==> src/include/dbus_config.svh <==
`ifndef DBUS_CONFIG_SVH
`define DBUS_CONFIG_SVH

// data word and byte-enable widths of the data bus.
`define DBUS_DATA_W 32
`define DBUS_BE_W   (`DBUS_DATA_W / 8)

`define RAM_ADDR_W  10 // 1024 words.
`define ROM_ADDR_W  8

// stall cycles the boot ROM inserts in front of every read.
`define ROM_WAIT    3

// address bits 31..28 pick the slave.
`define SEL_RAM     4'h0
`define SEL_ROM     4'h1
`define SEL_GPIO    4'h2
`define SEL_TICK    4'h3

`endif

==> src/design/dbus_pkg.sv <==
`include "dbus_config.svh"

package dbus_pkg;

    typedef logic [31:0]               bus_addr_t;
    typedef logic [`DBUS_DATA_W-1:0]   bus_data_t;
    typedef logic [`DBUS_BE_W-1:0]     byte_en_t;

    typedef enum logic [2:0] {
        SLV_RAM,
        SLV_ROM,
        SLV_GPIO,
        SLV_TICK,
        SLV_NONE
    } slave_sel_t;

    // one request as seen by a single slave.
    typedef struct packed {
        bus_addr_t addr;
        bus_data_t wdata;
        byte_en_t  be;
        logic      read;
        logic      write;
    } slave_req_t;

    typedef enum logic [1:0] {
        ROM_IDLE,
        ROM_WAIT_ST,
        ROM_DONE
    } rom_state_t;

    // replaces the enabled bytes of a register word with new data.
    function automatic bus_data_t merge_bytes(bus_data_t old_w, bus_data_t new_w, byte_en_t be);
        bus_data_t res;
        res = old_w;
        for (int b = 0; b < `DBUS_BE_W; b++) begin
            if (be[b]) res[8*b +: 8] = new_w[8*b +: 8];
        end
        return res;
    endfunction

endpackage

==> src/design/gpio_regs.sv <==
`timescale 1ns/100ps

module gpio_regs (
    input  logic                 clk,
    input  logic                 rst_n_i,
    input  dbus_pkg::slave_req_t req_i,
    output dbus_pkg::bus_data_t  rdata_o,
    input  dbus_pkg::bus_data_t  gpio_in_i,
    output dbus_pkg::bus_data_t  gpio_out_o
);

    dbus_pkg::bus_data_t out_q;
    dbus_pkg::bus_data_t in_meta_q;
    dbus_pkg::bus_data_t in_sync_q;

    assign gpio_out_o = out_q;

    always_ff @(posedge clk or negedge rst_n_i) begin
        if (!rst_n_i) begin
            out_q <= '0;
        end else if (req_i.write && req_i.addr[3:2] == 2'd0) begin
            out_q <= dbus_pkg::merge_bytes(out_q, req_i.wdata, req_i.be);
        end
    end

    // the input pins are asynchronous to clk.
    always_ff @(posedge clk or negedge rst_n_i) begin
        if (!rst_n_i) begin
            in_meta_q <= '0;
            in_sync_q <= '0;
        end else begin
            in_meta_q <= gpio_in_i;
            in_sync_q <= in_meta_q;
        end
    end

    always_ff @(posedge clk) begin
        if (req_i.read) begin
            case (req_i.addr[3:2])
                2'd0:    rdata_o <= out_q;
                2'd1:    rdata_o <= in_sync_q;
                default: rdata_o <= '0;
            endcase
        end
    end

endmodule

==> config.mk <==
export PLATFORM = sky130hd
export DESIGN_NAME = gpio_regs
export DESIGN_NICKNAME = d
export VERILOG_FILES = /design/src/design/dbus_pkg.sv /design/src/design/gpio_regs.sv
export VERILOG_INCLUDE_DIRS = /design/src /design/src/include
export SDC_FILE = /design/constraint.sdc
export NUM_CORES = 1
export LEC_CHECK = 0
export ABC_CLOCK_PERIOD_IN_PS = 1440
export BUFFER_PORTS_ARGS = -buffer_cell sky130_fd_sc_hd__buf_2
export CAP_MARGIN = 20
export CORE_ASPECT_RATIO = 0.6
export CORE_MARGIN = 2
export CORE_UTILIZATION = 45
export DETAILED_ROUTE_END_ITERATION = 16
export PLACE_DENSITY_LB_ADDON = 0.12
export SYNTH_ARGS = -nofsm -noshare
export SYNTH_HDL_FRONTEND = slang
export SYNTH_SLANG_ARGS = --single-unit
==> constraint.sdc <==
create_clock -name clk -period 1.44 [get_ports clk]
set_input_delay 0.072 -clock clk [delete_from_list [all_inputs] [get_ports clk]]
set_output_delay 0.072 -clock clk [all_outputs]
set_load 0.01 [all_outputs]
==> metrics.md <==
| Metric | Value |
|---|---|
| Status | finished clean |
| Final ANT Viol Nets | 0 |
| Vias per cell | 4.458 |
| Met2 layer usage reported by global route | 0.2839 |
| Reg2reg path depth | 2 |
| Worst path depth | 1 |
| Design area | 6619 sq um |
| Critical Path End Type | output pin |
| Critical-path top delay cell | dfrtp_1 |
| CP Max Fanout | 3 |
| Most frequent cells in the layout | buf_2 (136), dfrtp_1 (96), dlygate4sd3_1 (65) |
| Comb power frac | 0.136 |
| Filler cell count | 710 |
| Post-CTS Setup Bufs | 0 |
| Ports | 168 |
| Num rows | 28 |
| Period utilization | 0.7241 |
| Register-to-register setup slack | 570 ps |
| GRT met1 Usage | 0.2283 |
| Global-route wire length before repair | 14280 um |
| Mapped Nets | 344 |
| Vias in the first global route | 2808 |
| Fin. Hold Viols | 0 |
| WP data required | 1370 ps |
| Routed WL | 9120 um |
| Netlist Area Pre-Place | 4486 sq um |
| Post-synthesis register bit count | 128 |
| DP Area | 5426 sq um |
| Largest net degree at the start of global routing | 48 |
| Layout cells sized above 1 | 0.4451 |
| Crit path buf inv count | 1 |
| Drt initial violations | 87 |
| PortBufs | 137 |
| Leak Pwr | 0.003158 uW |
| Critical path type | flop to output pin |
| Clk Latency, worst-skew pair | 400 ps |
| GR Overflow Total | 0 |
| Wire per inst | 14.98 um |
| Top cell type's share of synthesized area | 0.5356 |
| Die H | 81.34 um |
| CTS HTree Levels | 4 |
| Total Routing Usage GR | 0.1798 |
| Sw Share | 0.2292 |
| Clk pwr share | 0.406 |
| CTS max path bufs | 2 |
| CTS tree | built |
| Worst-margin pin slew | 294.4 ps |
| Clock Pin Slew Worst Setup and Hold Paths | 60 ps |
| Slew Limit Fails | 0 |
| Num CTS Buffers | 17 |
| Final Core Density | 0.6772 |
| Fin nets | 566 |
| DR vias | 2715 |
| Hold Path Class | input pin to asynchronous set/reset pin |
| Placed Cells | 513 |
| Worst-path cell chain | buf_2 |
| Drt drc | 0 |
| Commonest non-fill, non-tap cell in the layout | buf_2 |
| Most used routing layer | met2 |
| Final min period | 1043 ps |
| Dpl hpwl | 5704 um |
| Synth Instances | 240 |
| Area of the multi-input gates | 1021 sq um |
| CP Data Arrival Time | 970 ps |
| Worst clock skew | 10.92 ps |
| Critical Path Max Stage Delay | 410 ps |
| Gpl congestion | 0.6916 |
| Seq/Total Area, Yosys | 0.7498 |
| Chip width | 132.9 um |
| Pwr per Cell Area | 1431 nW/um^2 |
| Max-cap violations | 0 |
| Final setup fails | 0 |
| Unrepaired setup endpoints after global routing | false |
| VDD IR max | 840.6 uV |
| Syn_area_per_cell | 18.69 sq um |
| CTS Sinks | 128 |
| Reg area | 3363 sq um |
| P_int | 7303 uW |
| Ranking of synthesized cells by area | dfrtp_1 (54%), edfxtp_1 (21%), mux2_4 (11%), mux2i_1 (7.1%), nor2_1 (2.7%) |
| M3 GR Usage | 0.07054 |
| Total Power | 9474 uW |
| Startpoint Class | flop |
| Die ar. | 10810 sq um |
| Setup Total Neg Slack | 0 ps |
| Cell Count, Final, Fillers Out | 609 |
| Synth warn | 0 |
| CP top delay family | flip-flops |
| Initial antenna violation count | 0 |
| Max Fclk | 959.0 MHz |
| Area Growth Syn to Fin | 47.56% |
| N_diodes | 0 |
| Clock Tree Root | clkbuf_16 |
| Synth area leader | dfrtp_1 |
| Relative slew margins | 0.8038 |
| Core area | 9774 sq um |
| Sequential power share | 0.458 |
| Yosys cell types | 9 |
| First-pass iteration count of the detailed router | 4 |
| Effective utilization at floorplan | 0.4589 |
| P_sw | 2171 uW |
## through the flow
| stage | hold WS [ps] | setup slack, ps |
|---|---|---|
| after floorplan | -223.6 | 362.3 |
| after global placement | -22.62 | 195.6 |
| after detailed placement | -13.80 | 194.1 |
| after CTS | 102.2 | 386.0 |
| after global routing | 130.1 | 356.2 |
| final | 95.12 | 397.3 |
## metal layers
| layer | vias up | wire (um) |
|---|---|---|
| li1 | 1277 | - |
| met1 | 1342 | 4080 |
| met2 | 83 | 4376 |
| met3 | 13 | 548 |
| met4 | 0 | 114 |
| met5 | - | 0 |
## timing repair
item                                   4_1_cts  5_1_grt
endpoints found under the hold margin      160        0
hold buffers                                65        0
resized for setup                            0        0
## path summary, 6_finish.rpt
kind / from / endpoint
max in group asynchronous: rst_n_i / in_meta_q[4]$_DFF_PN0_
min in group clk: req_i[1] / rdata_o[27]$_DFFE_PP_
worst min-delay path: rst_n_i / in_meta_q[22]$_DFF_PN0_
worst min register to register: in_meta_q[4]$_DFF_PN0_ / in_sync_q[4]$_DFF_PN0_
worst max-delay path: gpio_out_o[30]$_DFFE_PN0P_ / gpio_out_o[30]
worst max register to register: gpio_out_o[24]$_DFFE_PN0P_ / rdata_o[24]$_DFFE_PP_
## cell type report
cell class,count,area share
flip-flops and latches,128,0.5081
repair buffers,215,0.2302
multi-input cells,100,0.1543
clock buffers,26,0.07732
well taps,135,0.02552
clock inverters,5,0.004537
## flip-flops by register name, indices dropped and copies added, names as in the netlist
register and cells:
in_meta_q 32, in_sync_q 32, rdata_o 32, gpio_out_o 32
## kinds of logic (layout without fill, tap and decap cells)
logic type | after synthesis | in the layout | share of synthesized area
flip-flops | 128 | 128 | 0.7498
AND/OR/NAND/NOR | 36 | 36 | 0.04910
multiplexers | 64 | 64 | 0.1785
buffers and inverters | 12 | 246 | 0.02259
## Yosys cell counts
library cell,n
edfxtp_1,32
buf_4,3
dfrtp_1,96
buf_6,6
nor4bb_4,4
nor2_1,32
mux2i_1,32
mux2_4,32
clkbuf_1,3
## power groups by stage
stage / combinational, uW / clock [uW] / sequential [uW]
final: 1290 / 3850 / 4340
after global routing: 1410 / 4100 / 4380
after CTS: 1310 / 3930 / 4340
after detailed placement: 1170 / 0 / 4400
after global placement: 1150 / 0 / 4370
after floorplan: 493 / 0 / 4490
Power figures use the tool's default switching activity.
