`config.mk`:
```
export PLATFORM = sky130hd
export DESIGN_NAME = ticker
export DESIGN_NICKNAME = d
export VERILOG_FILES = /design/src/design/dbus_pkg.sv /design/src/design/ticker.sv
export VERILOG_INCLUDE_DIRS = /design/src /design/src/include
export SDC_FILE = /design/constraint.sdc
export NUM_CORES = 1
export LEC_CHECK = 0
export BUFFER_PORTS_ARGS = -buffer_cell sky130_fd_sc_hd__buf_2
export CAP_MARGIN = 20
export CORE_MARGIN = 4
export CORE_UTILIZATION = 59
export CTS_CLUSTER_DIAMETER = 50
export CTS_CLUSTER_SIZE = 16
export DETAILED_ROUTE_END_ITERATION = 6
export PLACE_DENSITY = 0.91
export SYNTH_ARGS = -nofsm -noshare
export SYNTH_HDL_FRONTEND = slang
export SYNTH_SLANG_ARGS = --single-unit
export TNS_END_PERCENT = 50
```
`constraint.sdc`:
```
create_clock -name clk -period 5.81 [get_ports clk]
set_clock_uncertainty 0.2 [all_clocks]
set_input_delay 1.162 -clock clk [delete_from_list [all_inputs] [get_ports clk]]
set_output_delay 1.162 -clock clk [all_outputs]
set_load 0.03 [all_outputs]
```
`src/include/dbus_config.svh`:
```
`ifndef DBUS_CONFIG_SVH
`define DBUS_CONFIG_SVH

// data word and byte-enable widths of the data bus.
`define DBUS_DATA_W 32
`define DBUS_BE_W   (`DBUS_DATA_W / 8)

`define RAM_ADDR_W  10 // 1024 words.
`define ROM_ADDR_W  8

// stall cycles the boot ROM inserts in front of every read.
`define ROM_WAIT    3

// address bits 31..28 pick the slave.
`define SEL_RAM     4'h0
`define SEL_ROM     4'h1
`define SEL_GPIO    4'h2
`define SEL_TICK    4'h3

`endif

```
`src/design/dbus_pkg.sv`:
```
`include "dbus_config.svh"

package dbus_pkg;

    typedef logic [31:0]               bus_addr_t;
    typedef logic [`DBUS_DATA_W-1:0]   bus_data_t;
    typedef logic [`DBUS_BE_W-1:0]     byte_en_t;

    typedef enum logic [2:0] {
        SLV_RAM,
        SLV_ROM,
        SLV_GPIO,
        SLV_TICK,
        SLV_NONE
    } slave_sel_t;

    // one request as seen by a single slave.
    typedef struct packed {
        bus_addr_t addr;
        bus_data_t wdata;
        byte_en_t  be;
        logic      read;
        logic      write;
    } slave_req_t;

    typedef enum logic [1:0] {
        ROM_IDLE,
        ROM_WAIT_ST,
        ROM_DONE
    } rom_state_t;

    // replaces the enabled bytes of a register word with new data.
    function automatic bus_data_t merge_bytes(bus_data_t old_w, bus_data_t new_w, byte_en_t be);
        bus_data_t res;
        res = old_w;
        for (int b = 0; b < `DBUS_BE_W; b++) begin
            if (be[b]) res[8*b +: 8] = new_w[8*b +: 8];
        end
        return res;
    endfunction

endpackage

```
`src/design/ticker.sv`:
```
`timescale 1ns/100ps

module ticker (
    input  logic                 clk,
    input  logic                 rst_n_i,
    input  dbus_pkg::slave_req_t req_i,
    output dbus_pkg::bus_data_t  rdata_o,
    output logic                 irq_o
);

    dbus_pkg::bus_data_t count_q;
    dbus_pkg::bus_data_t cmp_q;
    logic                irq_q;
    logic [1:0]          reg_idx;

    assign reg_idx = req_i.addr[3:2];
    assign irq_o   = irq_q;

    always_ff @(posedge clk or negedge rst_n_i) begin
        if (!rst_n_i) begin
            count_q <= '0;
            cmp_q   <= '0;
            irq_q   <= 1'b0;
        end else begin
            if (req_i.write && reg_idx == 2'd0) begin
                count_q <= dbus_pkg::merge_bytes(count_q, req_i.wdata, req_i.be);
            end else begin
                count_q <= count_q + 1'b1;
            end
            if (req_i.write && reg_idx == 2'd1) begin
                cmp_q <= dbus_pkg::merge_bytes(cmp_q, req_i.wdata, req_i.be);
            end
            // a clear from the bus wins over a match in the same cycle.
            if (req_i.write && reg_idx == 2'd2) irq_q <= 1'b0;
            else if (cmp_q != '0 && count_q == cmp_q) irq_q <= 1'b1;
        end
    end

    always_ff @(posedge clk) begin
        if (req_i.read) begin
            case (reg_idx)
                2'd0:    rdata_o <= count_q;
                2'd1:    rdata_o <= cmp_q;
                2'd2:    rdata_o <= {{($bits(rdata_o) - 1){1'b0}}, irq_q};
                default: rdata_o <= '0;
            endcase
        end
    end

endmodule

```
==> results.sh <==
export IMPL_status="complete, no violations"
export IMPL_nFillCells=597
export IMPL_cp_top_family="simple AND/OR/NAND/NOR gates"
export IMPL_synth_top_family_by_area="simple AND/OR/NAND/NOR gates"
export IMPL_die_h_um=101
export IMPL_syn_nets=534
export IMPL_grt_pass1_vias=4107
export IMPL_synth_cells=461
export IMPL_wl_um=13400
export IMPL_setup_tns_ns=0
export IMPL_fmax_ghz=0.274
export IMPL_start_util_pct=61.2
export IMPL_p_total_w=0.00219
export IMPL_synth_area_per_cell_sq_um=11.0
export IMPL_drt_first_pass_iters=6
export IMPL_fin_crit_sh_pct=62.8
export IMPL_max_cap_viol_count=0
export IMPL_synth_flop_cell="dfrtp_1"
export IMPL_vias=4234
export IMPL_tightestPinTransition_ns=1.08
export IMPL_nNetsFinal=599
export IMPL_hold_violations=0
export IMPL_synth_seq_cells=97
export IMPL_synth_compound_area_share_pct=9.26
export IMPL_syn_cell_area_sq_um=5080
export IMPL_clk_insertion_delay_late_ns=0.36
export IMPL_crit_path_start_kind="input pin"
export IMPL_synth_fa_ha_area_share_pct=0.246
export IMPL_power_leakage_nw=2.39
export IMPL_crit_fanout=36
export IMPL_clkSlewWorstSetupHoldPaths_ns=0.10
export IMPL_grt_first_pass_wirelength_um=21100
export IMPL_core_area_sq_um=8300
export IMPL_place_congestion=0.980
export IMPL_wl_per_cell_um=21.1
export IMPL_yosys_area_share_xor_xnor_pct=5.52
export IMPL_seq_area_sq_um=2590
export IMPL_clock_sinks=97
export IMPL_cts_resized_gates=0
export IMPL_hp_class="reg -> reg"
export IMPL_synth_simple_area_share_pct=18.1
export IMPL_htreeDepth=3
export IMPL_worstPathCellList="buf_2, or3b_2, nand3_1, or4_1, o211ai_1, o311ai_1"
export IMPL_num_rows=33
export IMPL_critPathArrivalTime_ns=3.69
export IMPL_dpl_hpwl_um=9410
export IMPL_grt_total_usage_pct=26.9
export IMPL_synth_distinct_cells=53
export IMPL_tritoncts="built"
export IMPL_drive_above_1_share_pct=26.2
export IMPL_port_buffers=74
export IMPL_multi_input_area_sq_um=2380
export IMPL_synthMuxAreaShare_pct=13.8
export IMPL_final_cell_mix="buf_2 (74), dfrtp_1 (65), nor2_1 (61), mux2i_1 (34)"
export IMPL_viasPerCell=6.66
export IMPL_worst_path_buf_inv=1
export IMPL_synth_async_reset_ratio_pct=67.0
export IMPL_crit_type="in -> reg"
export IMPL_crit_path_end_kind="flop"
export IMPL_final_antenna_net_count=0
export IMPL_drt_iter0_markers=419
export IMPL_cts_buffers=9
export IMPL_hold_buffers=0
export IMPL_post_cts_setup_buffers=0
export IMPL_num_antenna_cells=0
export IMPL_grt_start_max_net_pins=66
export IMPL_cts_path_max_buffers=2
export IMPL_vdd_ir_drop_max_mv=0.164
export IMPL_io_pins=105
export IMPL_grt_setup_unrepaired="no"
export IMPL_cp_slowest_cell="buf_2"
export IMPL_dieWidth_um=101
export IMPL_maxSlewViolCount=0
export IMPL_slew_headroom_pct=27.9
export IMPL_cts_root_buf="clkbuf_8"
export IMPL_required_ns=5.85
export IMPL_die_area_sq_um=10200
export IMPL_ys_seq_area_share_pct=50.9
export IMPL_area_delta_synth_final_pct=13.1
export IMPL_synth_edf_count=32
export IMPL_finalSetupViolations=0
export IMPL_layout_commonest_cell="buf_2"
export IMPL_slowest_delay_ns=0.80
export IMPL_yosys_warnings=0
export IMPL_fin_crit_ns=3.65
export IMPL_grt_ovfl_total=0
export IMPL_drc=0
export IMPL_grt_antenna_before_repair=0
export IMPL_powerDensity_nw_per_um2=381
## synthesized netlist by cell type, types with 4 or more instances
| library cell | count | area [sq um] |
|---|---|---|
| inv_1 | 4 | 15.0 |
| mux2i_1 | 34 | 340 |
| buf_2 | 9 | 45.0 |
| and4_1 | 5 | 43.8 |
| o211ai_1 | 5 | 37.5 |
| nand4_1 | 15 | 93.8 |
| mux2_2 | 32 | 360 |
| nor2_1 | 61 | 229 |
| and2_1 | 7 | 43.8 |
| edfxtp_1 | 32 | 961 |
| dfrtp_1 | 65 | 1630 |
| a311oi_1 | 5 | 43.8 |
| xnor2_1 | 32 | 280 |
| nor4_1 | 11 | 68.8 |
| a21oi_1 | 7 | 35.0 |
| nand2_1 | 27 | 101 |
| o221a_2 | 4 | 45.0 |
| a211oi_1 | 14 | 105 |
| o21ai_0 | 10 | 50.1 |
| and3_1 | 7 | 43.8 |
| nand3_1 | 14 | 70.1 |
| nor3_1 | 8 | 40.0 |
| clkbuf_1 | 10 | 37.5 |
| a31oi_1 | 6 | 37.5 |
| o22ai_1 | 4 | 25.0 |
## area by class of cell
| type | count | area share, % |
|---|---|---|
| Sequential cell | 97 | 45.0 |
| Clock inverter | 7 | 2.05 |
| Clock buffer | 9 | 2.16 |
| Inverter | 4 | 0.261 |
| Multi-Input combinational cell | 338 | 41.5 |
| Timing Repair Buffer | 76 | 6.71 |
| Tap cell | 105 | 2.29 |
## logic make-up after synthesis
kind of cell / Yosys count
multiplexers: 66
buffers and inverters: 26
AND/OR/NAND/NOR: 174
adder cells (fa/ha/maj): 1
AO/OA/AOI/OAI: 65
XOR/XNOR: 32
flip-flops: 97
## worst min-delay path: cells and delay by family (launching register included)
family	cells	cell delay, ns
buf+inv	1	0.07
flops	1	0.44
compound gates	1	0.06
## metrics by stage
stage	cells	hold slack, ns	area [sq um]	worst slack (ns)	util (%)
finish	636	0.410	5740	2.16	69.2
global route	636	0.429	5740	2.10	69.2
CTS	636	0.398	5740	2.22	69.2
detailed placement	620	0.383	5500	1.83	66.3
global placement	620	0.362	5500	1.94	66.3
floorplan	461	0.319	5080	2.91	-
## path summary, 6_finish.rpt
| path | from | to | slack, ns | cells past startpoint |
|---|---|---|---|---|
| max | req_i[40] | count_q[24]$_DFFE_PN0P_ | 2.16 | 6 |
| min | count_q[6]$_DFFE_PN0P_ | count_q[6]$_DFFE_PN0P_ | 0.41 | 2 |
| max reg2reg | count_q[0]$_DFFE_PN0P_ | count_q[20]$_DFFE_PN0P_ | 3.23 | 6 |
| min reg2reg | count_q[6]$_DFFE_PN0P_ | count_q[6]$_DFFE_PN0P_ | 0.41 | 2 |
| max in group asynchronous | rst_n_i | cmp_q[0]$_DFFE_PN0P_ | 4.08 | 2 |
| min in group asynchronous | rst_n_i | cmp_q[19]$_DFFE_PN0P_ | 0.78 | 2 |
## registers in the layout, summed over array words and instances (netlist names)
name / cells
irq_o: 1
count_q: 32
rdata_o: 32
cmp_q: 32
## per-layer routing
metal,up-vias,part of all wire (%),GRT usage [%]
met5,-,0,0
met2,288,47,41.6
li1,1844,-,-
met3,55,11,6.71
met1,2047,39,36.3
met4,0,3.4,11.4
## power by group
part           internal, W  switching (W)
Sequential        0.000855       0.000232
Clock             0.000287       0.000239
Combinational     0.000264       0.000314
Total              0.00141       0.000786
(Power assumes the default switching activity.)
