File: config.mk
export PLATFORM = sky130hd
export DESIGN_NAME = dbus_decoder
export DESIGN_NICKNAME = d
export VERILOG_FILES = /design/src/design/dbus_pkg.sv /design/src/design/dbus_decoder.sv
export VERILOG_INCLUDE_DIRS = /design/src /design/src/include
export SDC_FILE = /design/constraint.sdc
export NUM_CORES = 1
export LEC_CHECK = 0
export BUFFER_PORTS_ARGS = -buffer_cell sky130_fd_sc_hd__buf_2
export CORE_AREA = 2 2 200 202
export CTS_BUF_LIST = sky130_fd_sc_hd__clkbuf_4 sky130_fd_sc_hd__clkbuf_8 sky130_fd_sc_hd__clkbuf_16
export DETAILED_ROUTE_END_ITERATION = 12
export DIE_AREA = 0 0 202 204
export MAX_ROUTING_LAYER = met4
export RECOVER_POWER = 25
export SLEW_MARGIN = 30
export SYNTH_ARGS = -nofsm -noshare
export SYNTH_HDL_FRONTEND = slang
export SYNTH_SLANG_ARGS = --single-unit
File: constraint.sdc
create_clock -name clk -period 1.2 [get_ports clk]
set_clock_uncertainty 0.05 [all_clocks]
set_input_delay 0.18 -clock clk [delete_from_list [all_inputs] [get_ports clk]]
set_output_delay 0.18 -clock clk [all_outputs]
set_load 0.05 [all_outputs]
File: src/include/dbus_config.svh
`ifndef DBUS_CONFIG_SVH
`define DBUS_CONFIG_SVH

// data word and byte-enable widths of the data bus.
`define DBUS_DATA_W 32
`define DBUS_BE_W   (`DBUS_DATA_W / 8)

`define RAM_ADDR_W  10 // 1024 words.
`define ROM_ADDR_W  8

// stall cycles the boot ROM inserts in front of every read.
`define ROM_WAIT    3

// address bits 31..28 pick the slave.
`define SEL_RAM     4'h0
`define SEL_ROM     4'h1
`define SEL_GPIO    4'h2
`define SEL_TICK    4'h3

`endif

File: src/design/dbus_pkg.sv
`include "dbus_config.svh"

package dbus_pkg;

    typedef logic [31:0]               bus_addr_t;
    typedef logic [`DBUS_DATA_W-1:0]   bus_data_t;
    typedef logic [`DBUS_BE_W-1:0]     byte_en_t;

    typedef enum logic [2:0] {
        SLV_RAM,
        SLV_ROM,
        SLV_GPIO,
        SLV_TICK,
        SLV_NONE
    } slave_sel_t;

    // one request as seen by a single slave.
    typedef struct packed {
        bus_addr_t addr;
        bus_data_t wdata;
        byte_en_t  be;
        logic      read;
        logic      write;
    } slave_req_t;

    typedef enum logic [1:0] {
        ROM_IDLE,
        ROM_WAIT_ST,
        ROM_DONE
    } rom_state_t;

    // replaces the enabled bytes of a register word with new data.
    function automatic bus_data_t merge_bytes(bus_data_t old_w, bus_data_t new_w, byte_en_t be);
        bus_data_t res;
        res = old_w;
        for (int b = 0; b < `DBUS_BE_W; b++) begin
            if (be[b]) res[8*b +: 8] = new_w[8*b +: 8];
        end
        return res;
    endfunction

endpackage

File: src/design/dbus_decoder.sv
`timescale 1ns/100ps
`include "dbus_config.svh"

module dbus_decoder (
    input  logic                 clk,
    input  logic                 rst_n_i,
    input  dbus_pkg::bus_addr_t  m_addr_i,
    input  dbus_pkg::bus_data_t  m_wdata_i,
    input  dbus_pkg::byte_en_t   m_be_i,
    input  logic                 m_read_i,
    input  logic                 m_write_i,
    output dbus_pkg::bus_data_t  m_rdata_o,
    output logic                 m_stall_o,
    output dbus_pkg::slave_req_t ram_req_o,
    output dbus_pkg::slave_req_t rom_req_o,
    output dbus_pkg::slave_req_t gpio_req_o,
    output dbus_pkg::slave_req_t tick_req_o,
    input  dbus_pkg::bus_data_t  ram_rdata_i,
    input  dbus_pkg::bus_data_t  rom_rdata_i,
    input  dbus_pkg::bus_data_t  gpio_rdata_i,
    input  dbus_pkg::bus_data_t  tick_rdata_i,
    input  logic                 rom_stall_i
);

    dbus_pkg::slave_sel_t sel;
    dbus_pkg::slave_sel_t rsel_q; // slave of the last accepted read.
    logic                 accept;

    function automatic dbus_pkg::slave_req_t make_req(logic hit);
        dbus_pkg::slave_req_t r;
        r.addr  = m_addr_i;
        r.wdata = m_wdata_i;
        r.be    = m_be_i;
        r.read  = m_read_i && hit;
        r.write = m_write_i && hit;
        return r;
    endfunction

    always_comb begin
        case (m_addr_i[31:28])
            `SEL_RAM:  sel = dbus_pkg::SLV_RAM;
            `SEL_ROM:  sel = dbus_pkg::SLV_ROM;
            `SEL_GPIO: sel = dbus_pkg::SLV_GPIO;
            `SEL_TICK: sel = dbus_pkg::SLV_TICK;
            default:   sel = dbus_pkg::SLV_NONE; // unmapped accesses complete at once.
        endcase
    end

    assign ram_req_o  = make_req(sel == dbus_pkg::SLV_RAM);
    assign rom_req_o  = make_req(sel == dbus_pkg::SLV_ROM);
    assign gpio_req_o = make_req(sel == dbus_pkg::SLV_GPIO);
    assign tick_req_o = make_req(sel == dbus_pkg::SLV_TICK);

    assign m_stall_o = (sel == dbus_pkg::SLV_ROM) && rom_stall_i;
    assign accept    = (m_read_i || m_write_i) && !m_stall_o;

    always_ff @(posedge clk or negedge rst_n_i) begin
        if (!rst_n_i) begin
            rsel_q <= dbus_pkg::SLV_NONE;
        end else if (accept && m_read_i) begin
            rsel_q <= sel;
        end
    end

    // read data comes back one cycle after acceptance.
    always_comb begin
        case (rsel_q)
            dbus_pkg::SLV_RAM:  m_rdata_o = ram_rdata_i;
            dbus_pkg::SLV_ROM:  m_rdata_o = rom_rdata_i;
            dbus_pkg::SLV_GPIO: m_rdata_o = gpio_rdata_i;
            dbus_pkg::SLV_TICK: m_rdata_o = tick_rdata_i;
            default:            m_rdata_o = '0;
        endcase
    end

    a_one_slave: assert property (@(posedge clk) disable iff (!rst_n_i)
        $onehot0({ram_req_o.read || ram_req_o.write, rom_req_o.read || rom_req_o.write,
                  gpio_req_o.read || gpio_req_o.write, tick_req_o.read || tick_req_o.write}));

endmodule

==> results.md <==
* Run status: finished with violations
* Failing checks: negative setup slack
* Routed length per instance at about 14 um
* PortBufs at 193
* Leading cell type in the layout, fill and taps excluded: buf_2
* Syn Inst Count at roughly 400
* FF-to-FF setup slack at 0.06 ns
* Hold path cells at 3
* Crit end category: primary output
* Finished Layout Cells at 880
* Number of nets with antenna violations after routing at 0
* Layout area overhead at 35.1%
* Mux share of post-synthesis cell area at 20.0%
* Least-Margin Pin Slew at 0.347 ns
* Htree depth at 1
* Clk root buf: clkbuf_16
* Top cell type's share of synthesized area at 65.2%
* Die width at between 200 and 250 um
* Initial Utilization at 8.17%
* Drt pass-1 iters at 4
* Syn nets at ~610
* Sequential share of the synthesized area at around 2.4%
* Top flop regs: rsel_q x3
* Setup ws final at -0.643 ns
* Adder-cell share of the synthesized area at 0%
* Fillers at 4,431
* Placed insts at just under 900
* Post-synthesis cell type count at 25
* CP Cell Sequence: buf_4 -> buf_12 -> mux2i_2 -> o22ai_4 -> buf_6
* DR vias/cell at 2.66
* Post-Synth XOR/XNOR Area at 0%
* Remaining routing DRC violations at 0
* Biggest register: rsel_q
* Static Leak at 1.62 nW
* Clock buffer depth at 2
* Pre-CTS WS at -0.588 ns
* Clk Latency, worst-skew pair at 0.22 ns
* Critical path peak fanout at 11
* CTS buffer count at 3
* Die area at between 0.04 and 0.05 sq mm
* Final GP Congestion at 0.789
* First-pass GRT wire length at 16.2 mm
* Leading cell types by total area after synthesis: buf_4, mux2i_1, o22ai_1
* Most frequent cells in the layout: buf_2, o22ai_4, mux2i_2
* Synth Area in Simple Gates at roughly 3.9%
* Min Clock Period, post-route at about 1.8 ns
* Crit-path slowest cell: dfrtp_4
* Fmax at between 500 and 600 MHz
* Yosys warns at 0
* CP startpoint kind: flop
* Hold Crit Class: input pin to flop
* Largest family of logic cells by synthesized area: buffers and inverters
* RSZ-0062 raised after global routing: true
* Gr ovfl total at 0
* Total Routing Usage GR at 5.50%
* Total negative slack at -19.75 ns
* Worst-path clk slew at 0.03 ns
* WHS Endpoint: rsel_q[1]
* Area of the multi-input gates at between 0.0015 and 0.002 sq mm
* I/O pins at a little over 500
* Initial antenna violation count at 2
* Register area at 80.1 sq um
* Final setup fails at 37
* Worst r2r dst: rsel_q[0]
* Arrival time worst endpoint at between 1.5 and 2 ns
* Critical path buffer and inverter count at 3
* Worst path required time at 0.97 ns
* Hpwl dp at between 10 and 15 mm
* Iter 0 DRT Violations at 100
* Clock sinks at 3
* Largest net degree at the start of global routing at 36
* Vias at 2,342
* Final Hold Fails at 0
* Max VDD drop at 339 uV
* Die height at 204 um
* CTS tree: yes
* Row cnt at 73
* # nets final at roughly 560
* CP Class: flop to primary output
* #FFs+latches synth at 3
* R2R Path Start: rsel_q[0]
* Syn Std Cell Area at between 0.003 and 0.004 sq mm
* Largest stage delay, worst path at 0.53 ns
* Yosys top cell by area: buf_4
* Hold Crit Start: rom_stall_i
* Max Cap Viol at 0
* Layout cells sized above 1 at ~92%
* CP delay by family, top: flip-flops
* Instance count on the critical path at 5
* Fin. max-slew vios at 0
* Worst slew margin at 76.2%
* Design Power at 3.20 mW
* Synth Area per Inst at about 7.8 sq um
* Crit share post-route at 154%
* Max reg flops at 3
* Core region area at around 0.039 sq mm
* Vias in the first global route at 2,464
* Synth Area in Compound Gates at between 7 and 8%
* Final wirelength at 12.7 mm
* PD cells at 740 mW/mm^2
* Reg2reg path depth at 3
-- where the power goes --
group          switching, mW  internal, mW  leakage [nW]
sequential            0.0148         0.116        0.0352
clock                 0.0851         0.460        0.0416
combinational           1.40          1.13          1.55
total                   1.50          1.70          1.62
-- Yosys cell counts --
cell / instances
mux2i_1: 64
nor2_1: 3
buf_1: 1
dfstp_2: 1
or3b_1: 1
o221ai_1: 1
or2_1: 1
nor4b_1: 2
and4_2: 1
buf_4: 278
inv_1: 2
a22o_1: 1
o22ai_1: 32
nand3_1: 1
and4_1: 1
nand3b_1: 1
nor2_2: 1
and2_1: 3
a21oi_1: 2
nand2_1: 2
buf_2: 4
clkbuf_1: 3
nand2b_1: 2
dfrtp_1: 2
or2_2: 1
-- repair_timing --
action / 4_1_cts / 5_1_grt
gates cloned: 0 / 1
hold endpoints to repair: 3 / 0
pin swaps: 10 / 5
hold buffers: 1 / 0
endpoints found under the setup margin: 41 / 41
setup buffers: 2 / 3
gates resized for setup: 109 / 46
-- worst reg2reg max path, delay by kind of cell (launching register included) --
kind | cells | cell delay, ns
AOI/OAI and AO/OA | 2 | 0.21
buffers and inverters | 1 | 0.24
DFF | 1 | 0.53
-- cell families after synthesis --
group                  count (synthesis)
buffers and inverters                288
flip-flops                             3
AO/OA/AOI/OAI                         36
multiplexers                          64
AND/OR/NAND/NOR                       20
-- worst max-delay path by stage --
stage	startpoint	endpoint	slack [ns]
after global placement	rsel_q[0]	m_rdata_o[14]	-0.56
after detailed placement	rsel_q[0]	m_rdata_o[14]	-0.59
after CTS	rsel_q[0]	m_rdata_o[1]	-0.65
final	rsel_q[0]	m_rdata_o[25]	-0.64
after global routing	rsel_q[0]	m_rdata_o[25]	-0.68
after floorplan	rsel_q[2]	m_rdata_o[0]	-0.29
-- area by class of cell --
class | count | share of cell area, %
flip-flops and latches | 3 | 1.85
diodes | 1 | 0.0579
well taps | 525 | 15.2
inverters | 2 | 0.174
multi-input cells | 120 | 42.3
repair buffers | 225 | 38.5
clock buffers | 4 | 1.91
-- per-stage QoR --
step           utilization, %  hold slack, ns  area [sq um]
5_1_grt                  11.0           0.279          4320
4_1_cts                  10.4           0.256          4080
6_report                 11.0           0.255          4320
2_1_floorplan               -          -0.166          3770
3_3_place_gp             9.11         -0.0472          3570
3_5_place_dp             9.11         -0.0456          3570
-- layer usage --
metal | GRT usage (%) | routed length (um) | up-vias
met2 | 10.1 | 6520 | 317
li1 | - | - | 981
met3 | 2.84 | 1980 | 67
met4 | 2.84 | 675 | 0
met1 | 4.43 | 3510 | 977
met5 | - | 0 | -
Power figures use the tool's default switching activity.
