## src/include/dbus_config.svh

```systemverilog
`ifndef DBUS_CONFIG_SVH
`define DBUS_CONFIG_SVH

// data word and byte-enable widths of the data bus.
`define DBUS_DATA_W 32
`define DBUS_BE_W   (`DBUS_DATA_W / 8)

`define RAM_ADDR_W  10 // 1024 words.
`define ROM_ADDR_W  8

// stall cycles the boot ROM inserts in front of every read.
`define ROM_WAIT    3

// address bits 31..28 pick the slave.
`define SEL_RAM     4'h0
`define SEL_ROM     4'h1
`define SEL_GPIO    4'h2
`define SEL_TICK    4'h3

`endif

```

## src/design/dbus_pkg.sv

```systemverilog
`include "dbus_config.svh"

package dbus_pkg;

    typedef logic [31:0]               bus_addr_t;
    typedef logic [`DBUS_DATA_W-1:0]   bus_data_t;
    typedef logic [`DBUS_BE_W-1:0]     byte_en_t;

    typedef enum logic [2:0] {
        SLV_RAM,
        SLV_ROM,
        SLV_GPIO,
        SLV_TICK,
        SLV_NONE
    } slave_sel_t;

    // one request as seen by a single slave.
    typedef struct packed {
        bus_addr_t addr;
        bus_data_t wdata;
        byte_en_t  be;
        logic      read;
        logic      write;
    } slave_req_t;

    typedef enum logic [1:0] {
        ROM_IDLE,
        ROM_WAIT_ST,
        ROM_DONE
    } rom_state_t;

    // replaces the enabled bytes of a register word with new data.
    function automatic bus_data_t merge_bytes(bus_data_t old_w, bus_data_t new_w, byte_en_t be);
        bus_data_t res;
        res = old_w;
        for (int b = 0; b < `DBUS_BE_W; b++) begin
            if (be[b]) res[8*b +: 8] = new_w[8*b +: 8];
        end
        return res;
    endfunction

endpackage

```

## src/design/boot_rom.sv

```systemverilog
`timescale 1ns/100ps
`include "dbus_config.svh"

module boot_rom (
    input  logic                 clk,
    input  logic                 rst_n_i,
    input  dbus_pkg::slave_req_t req_i,
    output dbus_pkg::bus_data_t  rdata_o,
    output logic                 stall_o
);

    localparam int CNT_W = $clog2(`ROM_WAIT + 1);

    dbus_pkg::rom_state_t    state_q;
    logic [CNT_W-1:0]        wait_cnt_q;
    logic [`ROM_ADDR_W-1:0]  word_idx;
    logic [15:0]             idx16;

    assign word_idx = req_i.addr[`ROM_ADDR_W+1:2];
    assign idx16    = 16'(word_idx);

    // stall starts in the very first cycle a read shows up.
    assign stall_o = (state_q == dbus_pkg::ROM_WAIT_ST) ||
                     (state_q == dbus_pkg::ROM_IDLE && req_i.read);

    always_ff @(posedge clk or negedge rst_n_i) begin
        if (!rst_n_i) begin
            state_q    <= dbus_pkg::ROM_IDLE;
            wait_cnt_q <= '0;
        end else begin
            case (state_q)
                dbus_pkg::ROM_IDLE: begin
                    if (req_i.read) begin
                        wait_cnt_q <= CNT_W'(1);
                        state_q    <= (`ROM_WAIT > 1) ? dbus_pkg::ROM_WAIT_ST : dbus_pkg::ROM_DONE;
                    end
                end
                dbus_pkg::ROM_WAIT_ST: begin
                    wait_cnt_q <= wait_cnt_q + CNT_W'(1);
                    if (wait_cnt_q == CNT_W'(`ROM_WAIT - 1)) state_q <= dbus_pkg::ROM_DONE;
                end
                default: state_q <= dbus_pkg::ROM_IDLE; // the read is accepted here.
            endcase
        end
    end

    // pattern word is ~index in the upper half and index in the lower half.
    always_ff @(posedge clk) begin
        if (state_q == dbus_pkg::ROM_DONE && req_i.read) begin
            rdata_o <= {~idx16, idx16};
        end
    end

    a_stall_len: assert property (@(posedge clk) disable iff (!rst_n_i)
        $rose(stall_o) |-> ##(`ROM_WAIT) !stall_o);

endmodule

```

## config.mk

```make
export PLATFORM = sky130hd
export DESIGN_NAME = boot_rom
export DESIGN_NICKNAME = d
export VERILOG_FILES = /design/src/design/dbus_pkg.sv /design/src/design/boot_rom.sv
export VERILOG_INCLUDE_DIRS = /design/src /design/src/include
export SDC_FILE = /design/constraint.sdc
export NUM_CORES = 1
export LEC_CHECK = 0
export ABC_AREA = 0
export BUFFER_PORTS_ARGS = -buffer_cell sky130_fd_sc_hd__buf_4
export CORE_ASPECT_RATIO = 1.75
export CORE_MARGIN = 4
export CORE_UTILIZATION = 28
export DETAILED_ROUTE_END_ITERATION = 8
export GPL_TIMING_DRIVEN = 0
export HOLD_SLACK_MARGIN = 0.15
export PLACE_DENSITY = 0.75
export SLEW_MARGIN = 10
export SYNTH_ARGS = -nofsm -noshare
export SYNTH_HDL_FRONTEND = slang
export SYNTH_SLANG_ARGS = --single-unit
```

## constraint.sdc

```tcl
create_clock -name clk -period 1.6 [get_ports clk]
set_input_delay 0.08 -clock clk [delete_from_list [all_inputs] [get_ports clk]]
set_output_delay 0.08 -clock clk [all_outputs]
set_load 0.005 [all_outputs]
```

==> results.toml, run 1 <==
[clocking]
cts_max_path_buffers = 2
clock_latency_ns = 0.25
root_buffer = "clkbuf_8"
cts_made_buffers = 3
cts.sinks = 20
cts_max_level = 1
cts.reportedPaths.clkPinSlew_ns = 0.07
cts_tree = "built"

[detailed_routing]
vias_per_cell = 3.80
dr.pass1.iters = 4
vias = 532
antenna_left = 0
routedWlPerCell_um = 10.6
route.detailed.drc = 0
totalWireLength_um = 1480
drt-initial-drc-count = 3

[floorplanning]
dieHeight_um = 79.8
core_mm2 = 0.00275
ios = 105
start_util_pct = 30.0
die_w_um = 49.1
die_area_mm2 = 0.00392
fp-row-count = 25

[critical_path]
crit_required_ns = 1.50
crit_path_end_kind = "flop"
r2r_start = "state_q[0]$_DFFE_PN0P_"
critPathMaxStageDelay_ns = 0.54
cp.arrival_ns = 1.19
worst-r2r-cell-count = 1
ff2ff_setup_slack_ns = 0.39
r2r-end = "rdata_o[19]$_DFFE_PP_"
crit_chain = "dlygate4sd3_1 > buf_4 > nand2_1 > nor2_4"
worstSetupPathType = "primary input to flop"
critPathMaxFanout = 16
cp-start-kind = "primary input"
critPathSlowestCell = "dlygate4sd3_1"

[timing]
setup_viol_count_final = 0
finalHoldViolCount = 0
max_freq_ghz = 0.772
fin_crit_ns = 1.30
finalCritPeriodShare_pct = 80.9
maxSlewViolCount = 0
fin_worst_skew_ns = 0.00265
rsz0062_at_grt = "false"

[grt]
grt.overflow.total = 0
track_usage_pct = 8.17
antenna_found_initial = 0
grt_pass1_wl_um = 2530
grt_max_degree = 17
first_global_vias = 592

[yosys]
synth.avg_cell_area_um2 = 14.2
syn_inst = 58
synth_warnings = 0
synth-seq-area-share_pct = 70.3
ys_ff_latch = 20
ys_types = 14
synthesis.area_um2 = 826

[pwr]
ir_drop_v = 0.000809
power_density_mw_per_mm2 = 1070
finalPower_mw = 1.36
leakagePower_nw = 0.612

[cells_and_area]
area_growth_pct = 54.7
final_area_mm2 = 0.00128
final_common_cell = "buf_4"
drive_above_1_share_pct = 43.4
layout_common_cells = "43 x buf_4, 16 x conb_1, 16 x edfxtp_1, 11 x inv_1, 10 x dlygate4sd3_1"
antenna-diode-count = 0
final_nets = 187
utilization_pct = 46.4
fill_cells = 257

[place]
hpwl_um = 1160
placed_area_mm2 = 0.00111
portBuffers = 27
place.gp.congestion = 0.611

[job]
cap_violations = 0

[status]
status = "finished clean"

[worst_hold_path]
hp-class = "primary input to async pin"
==> critical path, delay by kind of cell <==
kind                   cells  cell delay (ns)
buffers and inverters      2             0.67
AND/OR/NAND/NOR            2             0.44
==> registers in the layout, summed over array words and instances, names as in the netlist <==
name        cells
rdata_o        16
state_q         2
wait_cnt_q      2
==> cells by family after synthesis <==
family                   after synthesis  share of synthesized area (%)
buffers and inverters                 27                           19.5
flip-flops                            20                           70.3
AND/OR/NAND/NOR                        4                           2.58
AO/OA/AOI/OAI                          3                           3.94
other                                  2                          0.909
multiplexers                           1                           1.21
adder cells (fa/ha/maj)                1                           1.51
==> layer usage <==
layer	GRT usage, %	vias up	wire, um
met5	0	-	0
met4	3.23	0	10
met3	1.87	2	153
met2	15.2	35	819
met1	8.61	234	494
li1	-	261	-
==> cells in the mapped netlist <==
cell type	count	area, um2
ha_1	1	12.5
edfxtp_1	16	480
o21bai_4	1	18.8
inv_1	11	41.3
and2b_1	1	7.51
conb_1	2	7.51
and2_1	1	6.26
dfrtp_1	4	100
mux2i_1	1	10.0
nor2_1	1	3.75
nand2_1	1	3.75
a21oi_1	1	5.00
a22o_1	1	8.76
buf_4	16	120
==> repair_timing <==
action                     4_1_cts  5_1_grt
resized for setup                1        1
hold buffers                    10        0
buffers inserted                 0        0
setup endpoints to repair       16       16
hold endpoints to repair        21        0
==> report_power, final <==
part	total (mW)	leakage [nW]	internal, mW	switching (mW)
Clock	0.365	0.0288	0.218	0.147
Sequential	0.689	0.192	0.637	0.0518
Combinational	0.310	0.392	0.183	0.128
Total	1.36	0.612	1.04	0.326
==> how the worst max path moves through the flow <==
| stage | startpoint | end | depth (start not counted) |
|---|---|---|---|
| 5_1_grt | req_i[1] | rdata_o[3]$_DFFE_PP_ | 4 |
| 3_5_place_dp | state_q[0]$_DFFE_PN0P_ | rdata_o[4]$_DFFE_PP_ | 1 |
| 4_1_cts | req_i[1] | rdata_o[4]$_DFFE_PP_ | 4 |
| 3_3_place_gp | state_q[0]$_DFFE_PN0P_ | rdata_o[18]$_DFFE_PP_ | 1 |
| 6_report | req_i[1] | rdata_o[19]$_DFFE_PP_ | 4 |
| 2_1_floorplan | state_q[0]$_DFFE_PN0P_ | rdata_o[0]$_DFFE_PP_ | 1 |
==> area by class of cell <==
type / count / area (um2) / share of cell area, %
clock buffers: 4 / 55.1 / 4.31
repair buffers: 37 / 303 / 23.7
plain buffers: 16 / 120 / 9.40
multi-input cells: 25 / 144 / 11.3
inverters: 11 / 41.3 / 3.23
flip-flops and latches: 20 / 581 / 45.4
well taps: 27 / 33.8 / 2.64
==> metrics by stage <==
stage	hold WS [ns]	setup slack [ns]	instances	TNS [ns]
2_1_floorplan	-0.216	0.0744	72	0
3_3_place_gp	-0.125	-0.105	126	-1.68
3_5_place_dp	-0.122	-0.211	126	-3.37
4_1_cts	0.151	0.0927	140	0
5_1_grt	0.166	0.234	140	0
6_report	0.164	0.305	140	0
Note: power is estimated with default switching activity, not from simulation.
==> inputs of run 2 (changes only) <==
clock period = 1.11 ns   (was 1.6 ns; I/O delays follow)
==> run 2 against run 1 <==
Clock power up 90%. The flow now finishes with violations (negative setup slack). Die area is the same. Clock-buffer cell count fell by 1. Setup slack worse by 0.32 ns. Non-clock buffer count increased by 4. Via count increased by 2.4%. Power is 67% higher. First-iteration DRC count is 100% higher. Sequential power increased by 45%. Sequential cell count is the same. Combinational power up 91%. Critical path depth shrank 1.
==> results.toml, run 2 (same netlist as run 1, synthesis figures left out) <==
[critical_path]
crit_required_ns = 1.08
cp.arrival_ns = 1.09
ff2ff_setup_slack_ns = -0.01
crit_chain = "buf_12 > nor2_4 > buf_12"
crit_path_end_kind = "flop"
critPathMaxFanout = 13
cp_top_family = "flip-flops"
worstSetupPathType = "flop to flop"
critPathMaxStageDelay_ns = 0.45
critPathSlowestCell = "dfrtp_2"
cp-start-kind = "flop"
crit_buf_inv = 2
cp_common_cell = "buf_12"

[place]
placed_area_mm2 = 0.00112
dp_cells = 126
hpwl_um = 1160
portBuffers = 27
place_ws_ns = -0.114
place.gp.congestion = 0.594

[cells_and_area]
final_area_mm2 = 0.00135
layout_common_cells = "44 x buf_4, 16 x conb_1, 16 x edfxtp_1, 10 x inv_1, 10 x dlygate4sd3_1"
area_growth_pct = 63.9
largest_register = "rdata_o"
fill_cells = 255
drive_above_1_share_pct = 47.0
final_nets = 191
largest_register_ffs = 16
final_common_cell = "buf_4"
fin_cells = 144
antenna-diode-count = 0
top_regs = "rdata_o x16, state_q x2, wait_cnt_q x2"
utilization_pct = 49.2

[detailed_routing]
drt-initial-drc-count = 6
totalWireLength_um = 1460
routedWlPerCell_um = 10.1
vias = 545
vias_per_cell = 3.78
dr.pass1.iters = 2
route.detailed.drc = 0
antenna_left = 0

[grt]
track_usage_pct = 8.72
grt.overflow.total = 0
grt_max_degree = 14
grt_pass1_wl_um = 2640
first_global_vias = 631
antenna_found_initial = 0

[job]
cap_violations = 0

[floorplanning]
die_area_mm2 = 0.00392
dieHeight_um = 79.8
die_w_um = 49.1
core_mm2 = 0.00275
fp-row-count = 25
ios = 105
start_util_pct = 30.0

[timing]
tns_ns = -0.144
fin_crit_ns = 1.12
rsz0062_at_grt = "true"
max_freq_ghz = 0.891
fin_ws_ns = -0.0126
fin_worst_skew_ns = 0.00241
hold_slack_ns = 0.155
finalHoldViolCount = 0
setup_viol_count_final = 16
maxSlewViolCount = 0
finalCritPeriodShare_pct = 101

[pwr]
leakagePower_nw = 0.648
finalPower_mw = 2.28
ir_drop_v = 0.00118
power_density_mw_per_mm2 = 1690

[worst_hold_path]
hp-class = "primary input to flop"

[clocking]
clock_latency_ns = 0.25
cts_tree = "built"
cts_max_level = 1
cts.sinks = 20
root_buffer = "clkbuf_8"
cts_max_path_buffers = 2
cts_made_buffers = 3
cts.reportedPaths.clkPinSlew_ns = 0.07

[status]
status = "finished, violations left"
violations = "negative setup slack"
run 2: cell count changes in the layout (fill, tap and decap cells not counted), sizes merged:
cell,before,now
clkbuf,4,3
buf,43,47
bufinv,0,1
run 2: path summary, 6_finish.rpt:
check,start,cells past startpoint,to
setup reg to reg,state_q[0]$_DFFE_PN0P_,3,rdata_o[1]$_DFFE_PP_
hold / removal,req_i[1],3,state_q[0]$_DFFE_PN0P_
setup / recovery,state_q[0]$_DFFE_PN0P_,3,rdata_o[1]$_DFFE_PP_
max in group asynchronous,rst_n_i,3,state_q[0]$_DFFE_PN0P_
min in group asynchronous,rst_n_i,3,wait_cnt_q[0]$_DFFE_PN0P_
hold reg to reg,wait_cnt_q[0]$_DFFE_PN0P_,1,wait_cnt_q[0]$_DFFE_PN0P_
run 2: cell type report:
| cell class | count | area [um2] | share of cell area [%] |
|---|---|---|---|
| Tap cell | 27 | 33.8 | 2.50 |
| Multi-Input combinational cell | 25 | 144 | 10.6 |
| Buffer | 16 | 120 | 8.87 |
| Clock buffer | 3 | 41.3 | 3.05 |
| Sequential cell | 20 | 582 | 43.0 |
| Clock inverter | 1 | 30.0 | 2.22 |
| Timing Repair Buffer | 41 | 362 | 26.7 |
| Inverter | 11 | 41.3 | 3.05 |
run 2: metal layers:
metal,GRT usage (%),wire [um],vias up
li1,-,-,270
met1,7.93,443,239
met2,15.7,821,34
met3,3.74,177,2
met4,4.85,17,0
met5,0,0,-
run 2: timing repair:
| item | in CTS | in global routing |
|---|---|---|
| buffers inserted | 4 | 0 |
| hold buffers | 10 | 0 |
| resized for setup | 1 | 2 |
| pin swaps | 2 | 0 |
| endpoints found under the setup margin | 17 | 17 |
| endpoints found under the hold margin | 21 | 0 |
run 2: power by group:
group	leakage, nW	switching [mW]	internal [mW]
sequential	0.191	0.0766	0.921
combinational	0.421	0.223	0.370
clock	0.0357	0.212	0.480
run 2: worst min-delay path, stage by stage:
cell	delay, ns
buf_4	0.10
o21bai_4	0.08
a21oi_1	0.12
